==> config.mk <==
export PLATFORM = sky130hd
export DESIGN_NAME = calc_top
export DESIGN_NICKNAME = d
export VERILOG_FILES = /design/src/verilog/calc_pkg.sv /design/src/verilog/keypad_pkg.sv /design/src/verilog/calc_controller.sv /design/src/verilog/calc_top.sv /design/src/verilog/input_control.sv
export SDC_FILE = /design/constraint.sdc
export NUM_CORES = 1
export LEC_CHECK = 0
export BUFFER_PORTS_ARGS = -buffer_cell sky130_fd_sc_hd__buf_2
export CAP_MARGIN = 15
export CORE_MARGIN = 8
export CORE_UTILIZATION = 55
export DETAILED_ROUTE_END_ITERATION = 8
export HOLD_SLACK_MARGIN = 0.12
export PLACE_DENSITY_LB_ADDON = 0.3
export SETUP_SLACK_MARGIN = 0.3
export SYNTH_ARGS = -nofsm -noshare
export SYNTH_HDL_FRONTEND = slang
export SYNTH_SLANG_ARGS = --single-unit
==> constraint.sdc <==
create_clock -name clk -period 8.39 [get_ports clk]
set_clock_uncertainty 0.1 [all_clocks]
set_input_delay 2.517 -clock clk [delete_from_list [all_inputs] [get_ports clk]]
set_output_delay 2.517 -clock clk [all_outputs]
set_load 0.01 [all_outputs]
==> src/verilog/calc_pkg.sv <==
`default_nettype none

package calc_pkg;

    // operator codes as seen on the token bus
    typedef enum logic [2:0] {
        op_none = 3'd0,
        op_neg  = 3'd1,    // change sign of the current entry
        op_add  = 3'd2,
        op_sub  = 3'd3,
        op_mul  = 3'd4
    } op_t;

    // one decoded key, exactly one flag set when offered
    typedef struct packed {
        logic       is_digit;
        logic       is_op;
        logic       is_equal;
        logic [3:0] digit;    // 0 .. 9, only with is_digit
        op_t        op;       // only with is_op
    } key_token_t;

endpackage

`default_nettype wire

==> src/verilog/keypad_pkg.sv <==
`default_nettype none

package keypad_pkg;

    // one line per row or column, low means active
    typedef logic [3:0] key_lines_t;

    // row * 4 + column, 0 .. 15
    typedef logic [3:0] key_pos_t;

    // position with no key printed on it
    localparam key_pos_t pos_empty = 4'hE;

    // scanner FSM
    typedef enum logic [2:0] {
        idle,           // one cycle before scanning restarts
        scan_col,       // walk the low column
        wait_stable,    // debounce the press
        confirm,        // offer token, hold until key_read
        wait_release    // block until all rows high again
    } scan_state_t;

endpackage

`default_nettype wire
==> src/verilog/calc_controller.sv <==
`timescale 1ns/1ps
`default_nettype none

module calc_controller #(
    parameter int OPERAND_WIDTH = 16
) (
    input  logic                            clk,
    input  logic                            nRST,
    input  logic                            read_input,
    output logic                            key_read,     // one-cycle pulse
    input  calc_pkg::key_token_t            key_token,
    output logic signed [OPERAND_WIDTH-1:0] result,
    output logic                            result_valid
);
    import calc_pkg::*;

    localparam logic [OPERAND_WIDTH-1:0] ten = OPERAND_WIDTH'(10);

    key_token_t tok_q;                       // token taken with key_read
    logic [OPERAND_WIDTH-1:0] acc;           // entry being typed
    logic [OPERAND_WIDTH-1:0] operand;       // left side of pending op
    logic [OPERAND_WIDTH-1:0] resolved;
    op_t pend_op;

    // pulse once per offered token
    always_ff @(posedge clk or negedge nRST) begin
        if (!nRST) begin
            key_read <= 1'b0;
        end else begin
            key_read <= read_input && !key_read;
        end
    end

    always_ff @(posedge clk) begin
        if (read_input && !key_read)
            tok_q <= key_token;                 // input_control still holds it here
    end

    // left to right with one op in flight and wrap mod 2^W
    always_comb begin
        case (pend_op)
            op_add:  resolved = operand + acc;
            op_sub:  resolved = operand - acc;
            op_mul:  resolved = operand * acc;
            default: resolved = acc;            // nothing pending
        endcase
    end

    // tok_q is valid exactly while key_read is high
    always_ff @(posedge clk or negedge nRST) begin
        if (!nRST) begin
            acc          <= '0;
            operand      <= '0;
            pend_op      <= op_none;
            result       <= '0;
            result_valid <= 1'b0;
        end else begin
            result_valid <= 1'b0;
            if (key_read) begin
                if (tok_q.is_digit) begin
                    acc <= acc * ten + OPERAND_WIDTH'(tok_q.digit);  // shift in decimal
                end else if (tok_q.is_op) begin
                    if (tok_q.op == op_neg) begin
                        acc <= -acc;            // two's complement
                    end else begin
                        operand <= resolved;
                        pend_op <= tok_q.op;
                        acc     <= '0;
                    end
                end else if (tok_q.is_equal) begin
                    result       <= $signed(resolved);
                    result_valid <= 1'b1;
                    operand      <= '0;
                    pend_op      <= op_none;
                    acc          <= '0;         // a second equals gives 0
                end
            end
        end
    end

    // offer withdrawn right after the take
    a_token_once: assert property (@(posedge clk) disable iff (!nRST)
        key_read |=> !read_input);

    a_valid_after_equal: assert property (@(posedge clk) disable iff (!nRST)
        result_valid |-> $past(key_read && key_token.is_equal));

endmodule

`default_nettype wire

==> src/verilog/calc_top.sv <==
`timescale 1ns/1ps
`default_nettype none

module calc_top #(
    parameter int DEBOUNCE_CYCLES = 10,
    parameter int OPERAND_WIDTH   = 16
) (
    input  logic                            clk,
    input  logic                            nRST,
    input  keypad_pkg::key_lines_t          row_in,
    output keypad_pkg::key_lines_t          col_out,
    output logic signed [OPERAND_WIDTH-1:0] result,
    output logic                            result_valid
);
    import calc_pkg::*;

    logic read_input;        // token offered
    logic key_read;          // token taken
    key_token_t key_token;

    input_control #(
        .DEBOUNCE_CYCLES(DEBOUNCE_CYCLES)
    ) i_input_control (
        .clk       (clk),
        .nRST      (nRST),
        .row_in    (row_in),
        .col_out   (col_out),
        .read_input(read_input),
        .key_read  (key_read),
        .key_token (key_token)
    );

    calc_controller #(
        .OPERAND_WIDTH(OPERAND_WIDTH)
    ) i_calc_controller (
        .clk         (clk),
        .nRST        (nRST),
        .read_input  (read_input),
        .key_read    (key_read),
        .key_token   (key_token),
        .result      (result),
        .result_valid(result_valid)
    );

endmodule

`default_nettype wire

==> src/verilog/input_control.sv <==
`timescale 1ns/1ps
`default_nettype none

module input_control #(
    parameter int DEBOUNCE_CYCLES = 10
) (
    input  logic                   clk,
    input  logic                   nRST,
    input  keypad_pkg::key_lines_t row_in,     // pulled up and low on press
    output keypad_pkg::key_lines_t col_out,    // one column low at a time
    output logic                   read_input,
    input  logic                   key_read,
    output calc_pkg::key_token_t   key_token
);
    import keypad_pkg::*;
    import calc_pkg::*;

    localparam int CNT_W = $clog2(DEBOUNCE_CYCLES + 1);

    scan_state_t state_q, state_d;

    key_lines_t row_mid, row_sync;     // two-stage synchronizer
    logic [1:0] col_index;             // column being driven low
    logic [1:0] col_d1, col_d2;        // column that row_sync belongs to
    logic [CNT_W-1:0] db_cnt;
    logic key_valid;
    logic aligned;
    logic db_done;
    key_pos_t cur_pos;

    // lowest low row wins
    function automatic key_pos_t encode_key(key_lines_t rows, logic [1:0] col);
        key_pos_t pos;
        pos = pos_empty;                            // nothing low -> empty key
        for (int r = 3; r >= 0; r--) begin
            if (!rows[r]) pos = key_pos_t'({2'(r), col});
        end
        return pos;
    endfunction

    // key position to token
    function automatic key_token_t decode_key(key_pos_t pos);
        key_token_t tok;
        tok = '0;
        tok.op = op_none;
        case (pos)
            4'h0: begin tok.is_digit = 1'b1; tok.digit = 4'd1; end
            4'h1: begin tok.is_digit = 1'b1; tok.digit = 4'd2; end
            4'h2: begin tok.is_digit = 1'b1; tok.digit = 4'd3; end
            4'h3: begin tok.is_op = 1'b1; tok.op = op_add; end
            4'h4: begin tok.is_digit = 1'b1; tok.digit = 4'd4; end
            4'h5: begin tok.is_digit = 1'b1; tok.digit = 4'd5; end
            4'h6: begin tok.is_digit = 1'b1; tok.digit = 4'd6; end
            4'h7: begin tok.is_op = 1'b1; tok.op = op_sub; end
            4'h8: begin tok.is_digit = 1'b1; tok.digit = 4'd7; end
            4'h9: begin tok.is_digit = 1'b1; tok.digit = 4'd8; end
            4'hA: begin tok.is_digit = 1'b1; tok.digit = 4'd9; end
            4'hB: begin tok.is_op = 1'b1; tok.op = op_mul; end
            4'hC: tok.is_equal = 1'b1;
            4'hD: begin tok.is_digit = 1'b1; tok.digit = 4'd0; end
            4'hF: begin tok.is_op = 1'b1; tok.op = op_neg; end
            default: ;                                  // 14 never offered
        endcase
        return tok;
    endfunction

    always_ff @(posedge clk or negedge nRST) begin
        if (!nRST) begin
            row_mid  <= '1;                             // idle keypad reads high
            row_sync <= '1;
            col_d1   <= 2'd0;
            col_d2   <= 2'd0;
        end else begin
            row_mid  <= row_in;
            row_sync <= row_mid;
            col_d1   <= col_index;                      // delay matches the row path
            col_d2   <= col_d1;
        end
    end

    always_comb begin
        col_out = '1;
        col_out[col_index] = 1'b0;
    end

    assign key_valid = ~&row_sync;                      // any row low
    assign aligned   = (col_d2 == col_index);           // rows reflect held column
    assign db_done   = (db_cnt == CNT_W'(DEBOUNCE_CYCLES));
    assign cur_pos   = encode_key(row_sync, col_index);

    always_comb begin
        state_d = state_q;
        case (state_q)
            idle:     state_d = scan_col;
            scan_col: state_d = key_valid ? wait_stable : scan_col;
            wait_stable: begin
                if (aligned && !key_valid) state_d = idle;          // dropped out
                else if (aligned && db_done) state_d = confirm;
            end
            confirm: begin
                if (!read_input)
                    state_d = (cur_pos == pos_empty) ? wait_release : confirm;
                else if (key_read)
                    state_d = wait_release;
            end
            wait_release: state_d = (aligned && !key_valid) ? idle : wait_release;
            default: state_d = idle;
        endcase
    end

    always_ff @(posedge clk or negedge nRST) begin
        if (!nRST) begin
            state_q    <= idle;
            col_index  <= 2'd0;
            db_cnt     <= '0;
            read_input <= 1'b0;
        end else begin
            state_q <= state_d;
            if (state_q == scan_col)
                col_index <= key_valid ? col_d2 : col_index + 2'd1;  // back to hit column
            if (state_q != wait_stable)
                db_cnt <= '0;
            else if (aligned)
                db_cnt <= (key_valid && !db_done) ? db_cnt + CNT_W'(1) : '0;
            if (state_q == confirm) begin
                if (!read_input)
                    read_input <= (cur_pos != pos_empty);
                else if (key_read)
                    read_input <= 1'b0;                 // falls with key_read
            end
        end
    end

    // token payload captured on the first confirm cycle
    always_ff @(posedge clk) begin
        if (state_q == confirm && !read_input)
            key_token <= decode_key(cur_pos);
    end

    // low column steps up by one while scanning
    a_col_advance: assert property (@(posedge clk) disable iff (!nRST)
        state_q == scan_col && !key_valid |=> col_out == $past({col_out[2:0], col_out[3]}));

    a_hold_until_read: assert property (@(posedge clk) disable iff (!nRST)
        read_input && !key_read |=> read_input && state_q == confirm);

    a_one_flag: assert property (@(posedge clk) disable iff (!nRST)
        read_input |-> $onehot({key_token.is_digit, key_token.is_op, key_token.is_equal}));

endmodule

`default_nettype wire

==> results of run 1 <==
==> worst max path at each step <==
stage,end,slack [ns]
floorplan,i_calc_controller.result[15],2.43
detailed placement,i_calc_controller.result[15],2.05
global placement,i_calc_controller.result[15],2.15
global route,i_calc_controller.result[15],1.70
finish,i_calc_controller.result[15],2.00
CTS,i_calc_controller.result[15],2.01
==> kinds of logic after synthesis <==
group	synth area share, %
and+or+nand+nor	18.4
AOI/OAI and AO/OA	12.3
buffers and inverters	7.30
adders and majority gates	28.8
DFF	24.8
xor gates and xnor gates	8.07
muxes	0.424
==> layout make-up <==
class                           count  area (µm²)
Clock buffer                        9         225
Clock inverter                      7        86.3
Fill cell                        1546        7310
Inverter                          143         537
Multi-Input combinational cell    852        6830
Sequential cell                    95        2490
Tap cell                          229         287
Timing Repair Buffer               35         200
==> sequential cells by signal, summed over array words and instances, names as in the netlist <==
register	flops
i_input_control.read_input	1
i_calc_controller.key_read	1
i_input_control.db_cnt	4
i_input_control.key_token	10
i_calc_controller.pend_op	3
i_input_control.col_d1	2
i_input_control.col_index	2
i_input_control.row_sync	4
i_calc_controller.tok_q	10
i_calc_controller.acc	16
i_input_control.col_d2	2
i_calc_controller.result	16
i_input_control.row_mid	4
i_input_control.state_q	3
i_calc_controller.operand	16
i_calc_controller.result_valid	1
==> critical path, cell delays in order (launching register included) <==
cell     delay [ns]
dfrtp_1        0.86
nand2_1        0.17
fa_1           0.55
fa_1           0.43
fa_1           0.48
fa_1           0.49
inv_1          0.06
fa_1           0.54
inv_1          0.07
fa_1           0.54
inv_1          0.07
ha_1           0.35
and2_1         0.19
o21ai_0        0.15
inv_1          0.09
o31ai_1        0.33
xnor2_1        0.18
nor2_1         0.08
a221o_1        0.28
mux2_2         0.26
==> power groups by stage <==
stage,registers [W],clock network (W),logic (W)
floorplan,0.000791,0,0.00220
global placement,0.000989,0,0.00273
detailed placement,0.00100,0,0.00278
CTS,0.000993,0.000435,0.00281
global route,0.00103,0.000450,0.00316
finish,0.00100,0.000427,0.00283
==> layer usage <==
metal  global-route usage, %  vias up  wire length [µm]
met5                       0        -                 0
met4                    5.59        0               603
met3                    4.36       52              1900
met2                    37.6      331             11800
met1                    33.3     3863             11600
li1                        -     3740                 -
==> placed cells by master, fill, tap and decap left out, types with 4 or more instances in the layout <==
cell type and instances:
o22ai_1 5, o31ai_1 4, clkbuf_16 9, a21oi_1 56
a221oi_1 11, o21ai_0 61, buf_2 25, a31oi_1 5
edfxtp_1 20, nor3_1 18, xnor2_1 63, nand2_1 124
and2_1 67, dfrtp_1 67, fa_1 83, nor2b_1 10
inv_1 143, o211ai_1 4, nor3b_1 5, dfstp_2 8
ha_1 98, nor2_1 88, or3_1 6, xor2_1 27
and3_1 9, o21a_1 8, buf_4 10, nand3_1 11
nor4_1 5, a21o_1 7, a22oi_1 5, nand2b_1 16
a22o_1 6
==> per-stage QoR <==
stage	cells	utilization (%)
after floorplan	1139	-
after global placement	1354	57.6
after detailed placement	1354	57.6
after CTS	1370	59.3
after global routing	1370	59.3
final	1370	59.3
==> synth_stat cells, types with 9 or more instances <==
| cell | count |
|---|---|
| nand2b_1 | 16 |
| xnor2_1 | 63 |
| nand2_1 | 124 |
| clkbuf_1 | 43 |
| nor3_1 | 18 |
| nor2_1 | 88 |
| xor2_1 | 27 |
| and2_1 | 67 |
| dfrtp_1 | 67 |
| edfxtp_1 | 20 |
| o21ai_0 | 61 |
| a21oi_1 | 56 |
| a221oi_1 | 11 |
| fa_1 | 83 |
| and3_1 | 9 |
| inv_1 | 143 |
| ha_1 | 98 |
| nor2b_1 | 10 |
| nand3_1 | 11 |
==> impl_metrics.env, run 1 <==
export IMPL_outcome="finished clean"
export IMPL_grt_pass1_wl_um=42600
export IMPL_gr_total_overflow=0
export IMPL_hold_path_end="i_input_control.col_d2[0]"
export IMPL_hp_class="reg2reg"
export IMPL_p_int_w=0.00203
export IMPL_combPwrFrac_pct=66.4
export IMPL_power_w=0.00426
export IMPL_synth_edf_count=20
export IMPL_die_y_um=151
export IMPL_drt_iter0_markers=856
export IMPL_synth_seq_cells=95
export IMPL_synthFlopType="dfrtp_1"
export IMPL_grt_max_degree=76
export IMPL_vias=7986
export IMPL_post_cts_buffers=0
export IMPL_dp_hpwl_um=19400
export IMPL_start_kind="flop"
export IMPL_dr_pass1_iters=5
export IMPL_synth_area_top_cells="dfrtp_1, fa_1, ha_1"
export IMPL_fmax_mhz=157
export IMPL_ys_async_sr_fraction_pct=78.9
export IMPL_start_util_pct=55.9
export IMPL_tightestPinTransition_ns=1.19
export IMPL_critPathLaunch="i_calc_controller.acc[2]"
export IMPL_io_pins=27
export IMPL_cts_root_buf="clkbuf_16"
export IMPL_clkSlewWorstSetupHoldPaths_ns=0.08
export IMPL_cts_sinks=95
export IMPL_syn_area_per_cell_um2=8.82
export IMPL_clk_path_buf_depth=2
export IMPL_core_area_um2=18000
export IMPL_place_congestion=0.976
export IMPL_syn2layout_area_growth_pct=6.04
export IMPL_clock_power_share_pct=10.0
export IMPL_crit_type="reg2reg"
export IMPL_crit_path_end_kind="flop"
export IMPL_dp_slack_ns=2.05
export IMPL_drtAntennaViolNets=0
export IMPL_swShare_pct=52.4
export IMPL_htreeDepth=3
export IMPL_antenna_found_initial=0
export IMPL_syn_area_um2=10000
export IMPL_worstReg2RegEnd="i_calc_controller.result[15]"
export IMPL_net_switching_power_w=0.00223
export IMPL_r2r_slack_ns=2.00
export IMPL_r2r_start="i_calc_controller.acc[2]"
export IMPL_period_share_pct=76.1
export IMPL_cts_tree="built"
export IMPL_drc_errors=0
export IMPL_postSynthCellCount=1139
export IMPL_clk_latency_ns=0.35
export IMPL_p_leak_nw=5.02
export IMPL_ctsHoldBuffers=0
export IMPL_seq_area_frac_synth_pct=24.8
export IMPL_routedWlPerCell_um=18.8
export IMPL_die_w_um=151
export IMPL_fin_ws_ns=2.00
export IMPL_critical_path_required_ns=8.53
export IMPL_maxCapViolations=0
export IMPL_rows=49
export IMPL_synth_top_cell_area_share_pct=16.7
export IMPL_syn_nets=1326
export IMPL_die_area_um2=22800
export IMPL_nets=1323
export IMPL_synth_warning_count=0
export IMPL_setup_violations=0
export IMPL_yosysTopAreaCell="dfrtp_1"
export IMPL_timing_hold_ws_ns=0.248
export IMPL_peakVddDrop_mv=0.251
export IMPL_max_slew_margin_pct=20.6
export IMPL_layout_drive_gt1_share_pct=6.49
export IMPL_ys_types=62
export IMPL_grt_use_total_pct=23.8
export IMPL_crit_arrival_ns=6.53
export IMPL_period_minus_slack_ns=6.39
export IMPL_antenna_cells=0
export IMPL_grt_pass1_vias=7979
export IMPL_hold_viol_final=0
export IMPL_r2r_cells=19
export IMPL_slew_violations=0
export IMPL_cts_inserted_buffers=9
export IMPL_rsz0062_at_grt="no"
export IMPL_setup_tns_ns=0
export IMPL_hold_path_depth=0
export IMPL_crit_fanout=20
export IMPL_power_density_nw_per_um2=400
export IMPL_fin_area_um2=10700
export IMPL_io_buffers=26
export IMPL_viasPerCell=5.83
export IMPL_drt_total_wl_um=25800
export IMPL_place_area_um2=10300
export IMPL_sequentialPowerShare_pct=23.6
export IMPL_worstHoldStart="i_input_control.col_d1[0]"
export IMPL_cts_resized_gates=0
(Power assumes the default switching activity.)
==> inputs of run 2 (changes only) <==
- clock period: 8.39 -> 5.3 ns (I/O delays scaled with it)
==> run 2 against run 1 <==
Compared with the run above: hold slack gained 0.0029 ns; critical path depth grew 1; core utilization is 7.5 points higher; the flow now finishes with violations (setup timing); critical path type unchanged; critical endpoint unchanged; register-to-register slack got worse by 2.4 ns; via count rose by 6.3%.
==> impl_metrics.env, run 2 (synthesized netlist as in run 1, its figures left out) <==
export IMPL_final_common_cell="inv_1"
export IMPL_cts_inserted_buffers=9
export IMPL_grtUsageMet1_pct=34.6
export IMPL_setup_violations=12
export IMPL_critPathLaunch="i_calc_controller.acc[4]"
export IMPL_worstReg2RegEnd="i_calc_controller.result[15]"
export IMPL_final_util_pct=66.8
export IMPL_cts_sinks=95
export IMPL_critical_path_required_ns=5.44
export IMPL_routedWlPerCell_um=18.7
export IMPL_p_leak_nw=5.60
export IMPL_fin_ws_ns=-0.439
export IMPL_power_density_nw_per_um2=659
export IMPL_rsz0062_at_grt="yes"
export IMPL_endpoint="i_calc_controller.result[15]"
export IMPL_outcome="finished, violations left"
export IMPL_crit_type="reg2reg"
export IMPL_cpMaxStageDelayCell="fa_1"
export IMPL_worst_path_buf_inv=5
export IMPL_gr_total_overflow=0
export IMPL_grt_pass1_wl_um=44500
export IMPL_top_regs="i_calc_controller.acc: 16 flops, i_calc_controller.operand: 16 flops, i_calc_controller.result: 16 flops"
export IMPL_max_slew_margin_pct=22.4
export IMPL_grt_util_met3_pct=4.12
export IMPL_drc_errors=0
export IMPL_cts_tree="built"
export IMPL_drt_total_wl_um=27700
export IMPL_clkSlewWorstSetupHoldPaths_ns=0.08
export IMPL_htreeDepth=3
export IMPL_clk_path_buf_depth=2
export IMPL_maxCapViolations=0
export IMPL_hp_class="reg2reg"
export IMPL_path_depth=20
export IMPL_critPathTopFamily="adder cells"
export IMPL_r2r_slack_ns=-0.44
export IMPL_die_w_um=151
export IMPL_r2r_start="i_calc_controller.acc[4]"
export IMPL_crit_arrival_ns=5.88
export IMPL_dr_pass1_iters=6
export IMPL_die_y_um=151
export IMPL_io_buffers=26
export IMPL_rows=49
export IMPL_crit_fanout=7
export IMPL_peakVddDrop_mv=0.380
export IMPL_viasPerCell=5.73
export IMPL_grt_use_total_pct=25.0
export IMPL_start_kind="flop"
export IMPL_syn2layout_area_growth_pct=19.4
export IMPL_tightestPinTransition_ns=1.16
export IMPL_period_share_pct=108
export IMPL_fmax_mhz=174
export IMPL_drt_iter0_markers=830
export IMPL_setup_tns_ns=-3.83
export IMPL_antenna_cells=0
export IMPL_fill_cells=1377
export IMPL_nets=1435
export IMPL_period_minus_slack_ns=5.74
export IMPL_layout_drive_gt1_share_pct=22.6
export IMPL_grt_busiest_layer="met2"
export IMPL_max_stage_delay_ns=0.54
export IMPL_multiInputGateArea_um2=7220
export IMPL_dp_hpwl_um=20600
export IMPL_start_util_pct=55.9
export IMPL_io_pins=27
export IMPL_violations="setup timing"
export IMPL_slew_violations=0
export IMPL_grt_pass1_vias=8543
export IMPL_register_area_um2=2500
export IMPL_timing_hold_ws_ns=0.251
export IMPL_final_cell_mix="inv_1, nand2_1, buf_4"
export IMPL_vias=8491
export IMPL_place_congestion=0.958
export IMPL_crit_chain="and2_4 > fa_1 > inv_2 > fa_1 > fa_2 > fa_1 > inv_2 > fa_1 > inv_2 > fa_1 > inv_2 > ha_4 > and2_4 > o21ai_2 > inv_2 > o31ai_4 > xnor2_1 > nor2_1 > a221o_1 > mux2_4"
export IMPL_cts_root_buf="clkbuf_16"
export IMPL_r2r_cells=20
export IMPL_die_area_um2=22800
export IMPL_hold_viol_final=0
export IMPL_drtAntennaViolNets=0
export IMPL_core_area_um2=18000
export IMPL_grt_util_met2_pct=38.7
export IMPL_crit_path_end_kind="flop"
export IMPL_antenna_found_initial=1
export IMPL_clk_latency_ns=0.36
export IMPL_grt_max_degree=76
==> run 2: cell types whose count changed in the layout (fill, tap and decap cells not counted), moves of 14 or more <==
cell,change
inv_1,-20
ha_1,-14
inv_2,+20
buf_4,+91
buf_6,+17
==> run 2: layout make-up <==
class                   count  share of cell area (%)
well taps                 229                    2.39
repair buffers            147                    9.63
clock buffers               9                    1.88
multi-input cells         852                    60.2
clock inverters             7                   0.584
flip-flops and latches     95                    20.8
inverters                 143                    4.47
==> run 2: per-stage QoR <==
step                      setup WS, ns  instances  instance area, µm²  power [W]
after global routing            -0.631       1482               12000    0.00857
after detailed placement        -0.545       1444               11100    0.00653
after floorplan                 -0.259       1139               10200    0.00485
after global placement          -0.562       1444               11100    0.00645
final                           -0.439       1482               12000    0.00791
after CTS                       -0.438       1475               11700    0.00743
==> run 2: timing repair <==
| item | in CTS | in global routing |
|---|---|---|
| setup endpoints to repair | 18 | 20 |
| setup buffers | 15 | 7 |
| resized for setup | 32 | 81 |
| hold buffers | 0 | 0 |
| pin swaps | 25 | 45 |
==> run 2: power by group <==
part | total (W) | switching, W | leakage, nW | internal, W
clock network | 0.000650 | 0.000316 | 0.147 | 0.000333
logic | 0.00590 | 0.00327 | 4.35 | 0.00264
registers | 0.00136 | 0.000313 | 1.10 | 0.00104
total | 0.00791 | 0.00390 | 5.60 | 0.00401
==> run 2: metal layers <==
layer  wire, µm  share of wire (%)  vias to the layer above
met1      11900                 43                     4044
met4        969                3.5                        2
met5         11              0.040                        -
met2      12600                 45                      383
met3       2220                8.0                       87
li1           -                  -                     3975
==> run 2: worst register-to-register path: cells and delay by family (launching register included) <==
| family | cells | cell delay, ns |
|---|---|---|
| mux | 1 | 0.26 |
| compound gates | 3 | 0.70 |
| simple gates | 3 | 0.39 |
| flops | 1 | 0.49 |
| fa+ha+maj | 7 | 3.26 |
| xor+xnor | 1 | 0.17 |
| buf+inv | 5 | 0.26 |
==> run 2: worst min path at each step <==
| stage | from | to | slack [ns] | depth (start not counted) |
|---|---|---|---|---|
| final | i_input_control.col_d1[0] | i_input_control.col_d2[0] | 0.25 | 0 |
| after global routing | i_input_control.row_mid[1] | i_input_control.row_sync[1] | 0.26 | 0 |
| after CTS | i_input_control.col_d1[0] | i_input_control.col_d2[0] | 0.25 | 0 |
| after detailed placement | i_input_control.col_d1[0] | i_input_control.col_d2[0] | 0.24 | 0 |
| after global placement | i_input_control.col_d1[0] | i_input_control.col_d2[0] | 0.23 | 0 |
| after floorplan | i_input_control.col_d1[0] | i_input_control.col_d2[0] | 0.23 | 0 |
==> inputs of run 3 (changes only) <==
- REMOVE_ABC_BUFFERS: not set -> 1
- SYNTH_HIERARCHICAL: not set -> 1
==> run 3 against run 2 <==
Compared with the run above: largest power group unchanged; core utilization decreased by 1.7 points; sequential cell count unchanged; sequential power about the same; the run still ends with setup timing left; register-to-register slack improved by 0.19 ns; non-clock buffer count unchanged; combinational power decreased by 2%; maximum frequency increased by 3.4%; clock power decreased by 0.6%; hold slack improved by 0.0084 ns; sequential share of layout area about the same; largest cell class unchanged.
==> impl_metrics.env, run 3 <==
export IMPL_max_slew_margin_pct=35.7
export IMPL_syn_area_per_cell_um2=8.84
export IMPL_register_area_um2=2500
export IMPL_die_y_um=152
export IMPL_nets=1445
export IMPL_r2r_cells=18
export IMPL_vias=8854
export IMPL_slew_violations=0
export IMPL_synth_seq_cells=95
export IMPL_combPwrFrac_pct=74.4
export IMPL_maxCapViolations=0
export IMPL_grt_util_met3_pct=4.03
export IMPL_clk_latency_ns=0.35
export IMPL_period_share_pct=105
export IMPL_syn2layout_area_growth_pct=17.7
export IMPL_grt_busiest_layer="met2"
export IMPL_drt_iter0_markers=890
export IMPL_die_area_um2=23200
export IMPL_net_switching_power_w=0.00388
export IMPL_cpMostUsedCell="fa_1"
export IMPL_fin_ws_ns=-0.250
export IMPL_hold_viol_final=0
export IMPL_critical_path_required_ns=5.40
export IMPL_synth_edf_count=20
export IMPL_p_leak_nw=5.62
export IMPL_die_w_um=152
export IMPL_yosysTopAreaCell="dfrtp_1"
export IMPL_layout_drive_gt1_share_pct=22.2
export IMPL_cts_inserted_buffers=9
export IMPL_routedWlPerCell_um=19.5
export IMPL_hp_class="reg2reg"
export IMPL_final_common_cell="inv_1"
export IMPL_tightestPinTransition_ns=0.964
export IMPL_r2r_start="i_calc_controller/operand[4]"
export IMPL_rows=50
export IMPL_yosysMostFrequentCell="inv_1"
export IMPL_fmax_mhz=180
export IMPL_core_area_um2=18500
export IMPL_crit_fanout=7
export IMPL_grt_util_met2_pct=39.5
export IMPL_fill_cells=1455
export IMPL_crit_arrival_ns=5.65
export IMPL_drtAntennaViolNets=0
export IMPL_dp_slack_ns=-0.595
export IMPL_cts_root_buf="clkbuf_16"
export IMPL_swShare_pct=49.7
export IMPL_ys_async_sr_fraction_pct=78.9
export IMPL_final_util_pct=65.1
export IMPL_start_util_pct=55.3
export IMPL_grt_max_degree=76
export IMPL_synthFlopType="dfrtp_1"
export IMPL_gr_total_overflow=0
export IMPL_grt_use_total_pct=25.3
export IMPL_clock_power_share_pct=8.3
export IMPL_clkSlewWorstSetupHoldPaths_ns=0.07
export IMPL_synth_area_top_cells="dfrtp_1, fa_1, ha_1"
export IMPL_power_w=0.00780
export IMPL_sequentialPowerShare_pct=17.3
export IMPL_drt_total_wl_um=29200
export IMPL_ys_types=71
export IMPL_outcome="finished, violations left"
export IMPL_period_minus_slack_ns=5.55
export IMPL_crit_chain="buf_4 > nand2_1 > fa_1 > inv_1 > fa_1 > fa_1 > fa_1 > fa_1 > inv_1 > fa_1 > inv_1 > ha_1 > buf_4 > a21o_1 > a31oi_1 > xnor2_1 > a2bb2oi_2 > a21oi_1"
export IMPL_clk_path_buf_depth=2
export IMPL_start_kind="flop"
export IMPL_cts_tree="built"
export IMPL_worstHoldStart="i_input_control/row_mid[3]"
export IMPL_place_congestion=0.973
export IMPL_ctsHoldBuffers=0
export IMPL_multiInputGateArea_um2=7270
export IMPL_setup_violations=14
export IMPL_top_regs="i_calc_controller/acc: 16 flops, i_calc_controller/operand: 16 flops, i_calc_controller/result: 16 flops"
export IMPL_antenna_cells=0
export IMPL_dr_pass1_iters=6
export IMPL_io_buffers=26
export IMPL_power_density_nw_per_um2=649
export IMPL_antenna_found_initial=0
export IMPL_cts_sinks=95
export IMPL_synth_warning_count=6
export IMPL_crit_path_end_kind="flop"
export IMPL_peakVddDrop_mv=0.394
export IMPL_synthTopCellsByCount="inv_1, nand2_1, ha_1"
export IMPL_viasPerCell=5.91
export IMPL_rsz0062_at_grt="yes"
export IMPL_grt_pass1_vias=8992
export IMPL_syn_area_um2=10200
export IMPL_htreeDepth=3
export IMPL_final_cell_mix="inv_1, nand2_1, buf_4"
export IMPL_grt_pass1_wl_um=47200
export IMPL_seq_area_frac_synth_pct=24.4
export IMPL_synth_top_cell_area_share_pct=16.4
export IMPL_violations="setup timing"
export IMPL_hold_path_depth=0
export IMPL_cpMaxStageDelayCell="fa_1"
export IMPL_crit_type="reg2reg"
export IMPL_r2r_slack_ns=-0.25
export IMPL_postSynthCellCount=1155
export IMPL_drc_errors=0
export IMPL_max_stage_delay_ns=0.59
export IMPL_dp_hpwl_um=21700
export IMPL_io_pins=27
export IMPL_p_int_w=0.00393
export IMPL_grtUsageMet1_pct=33.9
export IMPL_critPathLaunch="i_calc_controller/operand[4]"
[run 3: cell types whose count changed after synthesis, moves of 7 or more]
cell / previous run / this run
nand2_1: 124 / 113
xor2_1: 27 / 19
and2_1: 67 / 59
nor3_1: 18 / 31
o21ai_0: 61 / 53
a21oi_1: 56 / 63
[run 3: path summary, 6_finish.rpt]
| check | endpoint |
|---|---|
| max | i_calc_controller/result[14] |
| min | i_input_control/row_sync[3] |
| max reg2reg | i_calc_controller/result[14] |
| min reg2reg | i_input_control/row_sync[3] |
| max in group asynchronous | i_calc_controller/acc[4] |
| min in group asynchronous | i_calc_controller/result[11] |
[run 3: cell families (layout without fill, tap and decap cells)]
logic type	Yosys count	count (layout)	share of synthesized area, %
xor gates and xnor gates	88	88	7.83
DFF	95	95	24.4
AOI/OAI and AO/OA	207	207	12.7
adders and majority gates	181	181	28.3
and+or+nand+nor	380	380	18.5
muxes	4	4	0.404
buffers and inverters	200	308	7.84
[run 3: timing repair]
| item | in CTS | in global routing |
|---|---|---|
| setup buffers | 30 | 5 |
| setup endpoints to repair | 19 | 20 |
| endpoints found under the hold margin | 0 | 0 |
| cloned | 0 | 0 |
| pin swaps | 69 | 20 |
| resized for setup | 87 | 37 |
[run 3: per-layer routing]
| metal | vias to the layer above | wire, µm |
|---|---|---|
| met3 | 116 | 2740 |
| met1 | 4220 | 12100 |
| li1 | 4043 | - |
| met4 | 0 | 1370 |
| met2 | 475 | 13000 |
| met5 | - | 0 |
[run 3: critical path: cells and delay by family, from the launching register on]
kind,cells,cell delay (ns)
xor+xnor,1,0.15
simple gates,1,0.08
buf+inv,5,0.53
fa+ha+maj,7,3.33
flops,1,0.51
compound gates,4,0.68
[run 3: metrics by stage]
stage	hold slack, ns	TNS, ns	area (µm²)	cells
floorplan	0.231	-1.03	9950	1100
global placement	0.232	-4.24	11000	1446
detailed placement	0.249	-4.98	11000	1446
CTS	0.261	-1.38	11900	1492
global route	0.262	-3.56	12000	1497
finish	0.259	-1.98	12000	1497
[run 3: layout make-up]
cell class | count | area share, %
multi-input cells | 860 | 60.5
flip-flops and latches | 95 | 20.8
inverters | 145 | 4.53
repair buffers | 147 | 9.31
clock inverters | 6 | 0.489
clock buffers | 10 | 1.91
well taps | 234 | 2.44
[run 3: power by group through the flow]
stage | logic, W | clock network (W) | registers, W
6_report | 0.00581 | 0.000646 | 0.00135
5_1_grt | 0.00633 | 0.000683 | 0.00137
4_1_cts | 0.00555 | 0.000655 | 0.00133
3_5_place_dp | 0.00503 | 0 | 0.00135
3_3_place_gp | 0.00491 | 0 | 0.00135
2_1_floorplan | 0.00318 | 0 | 0.00137
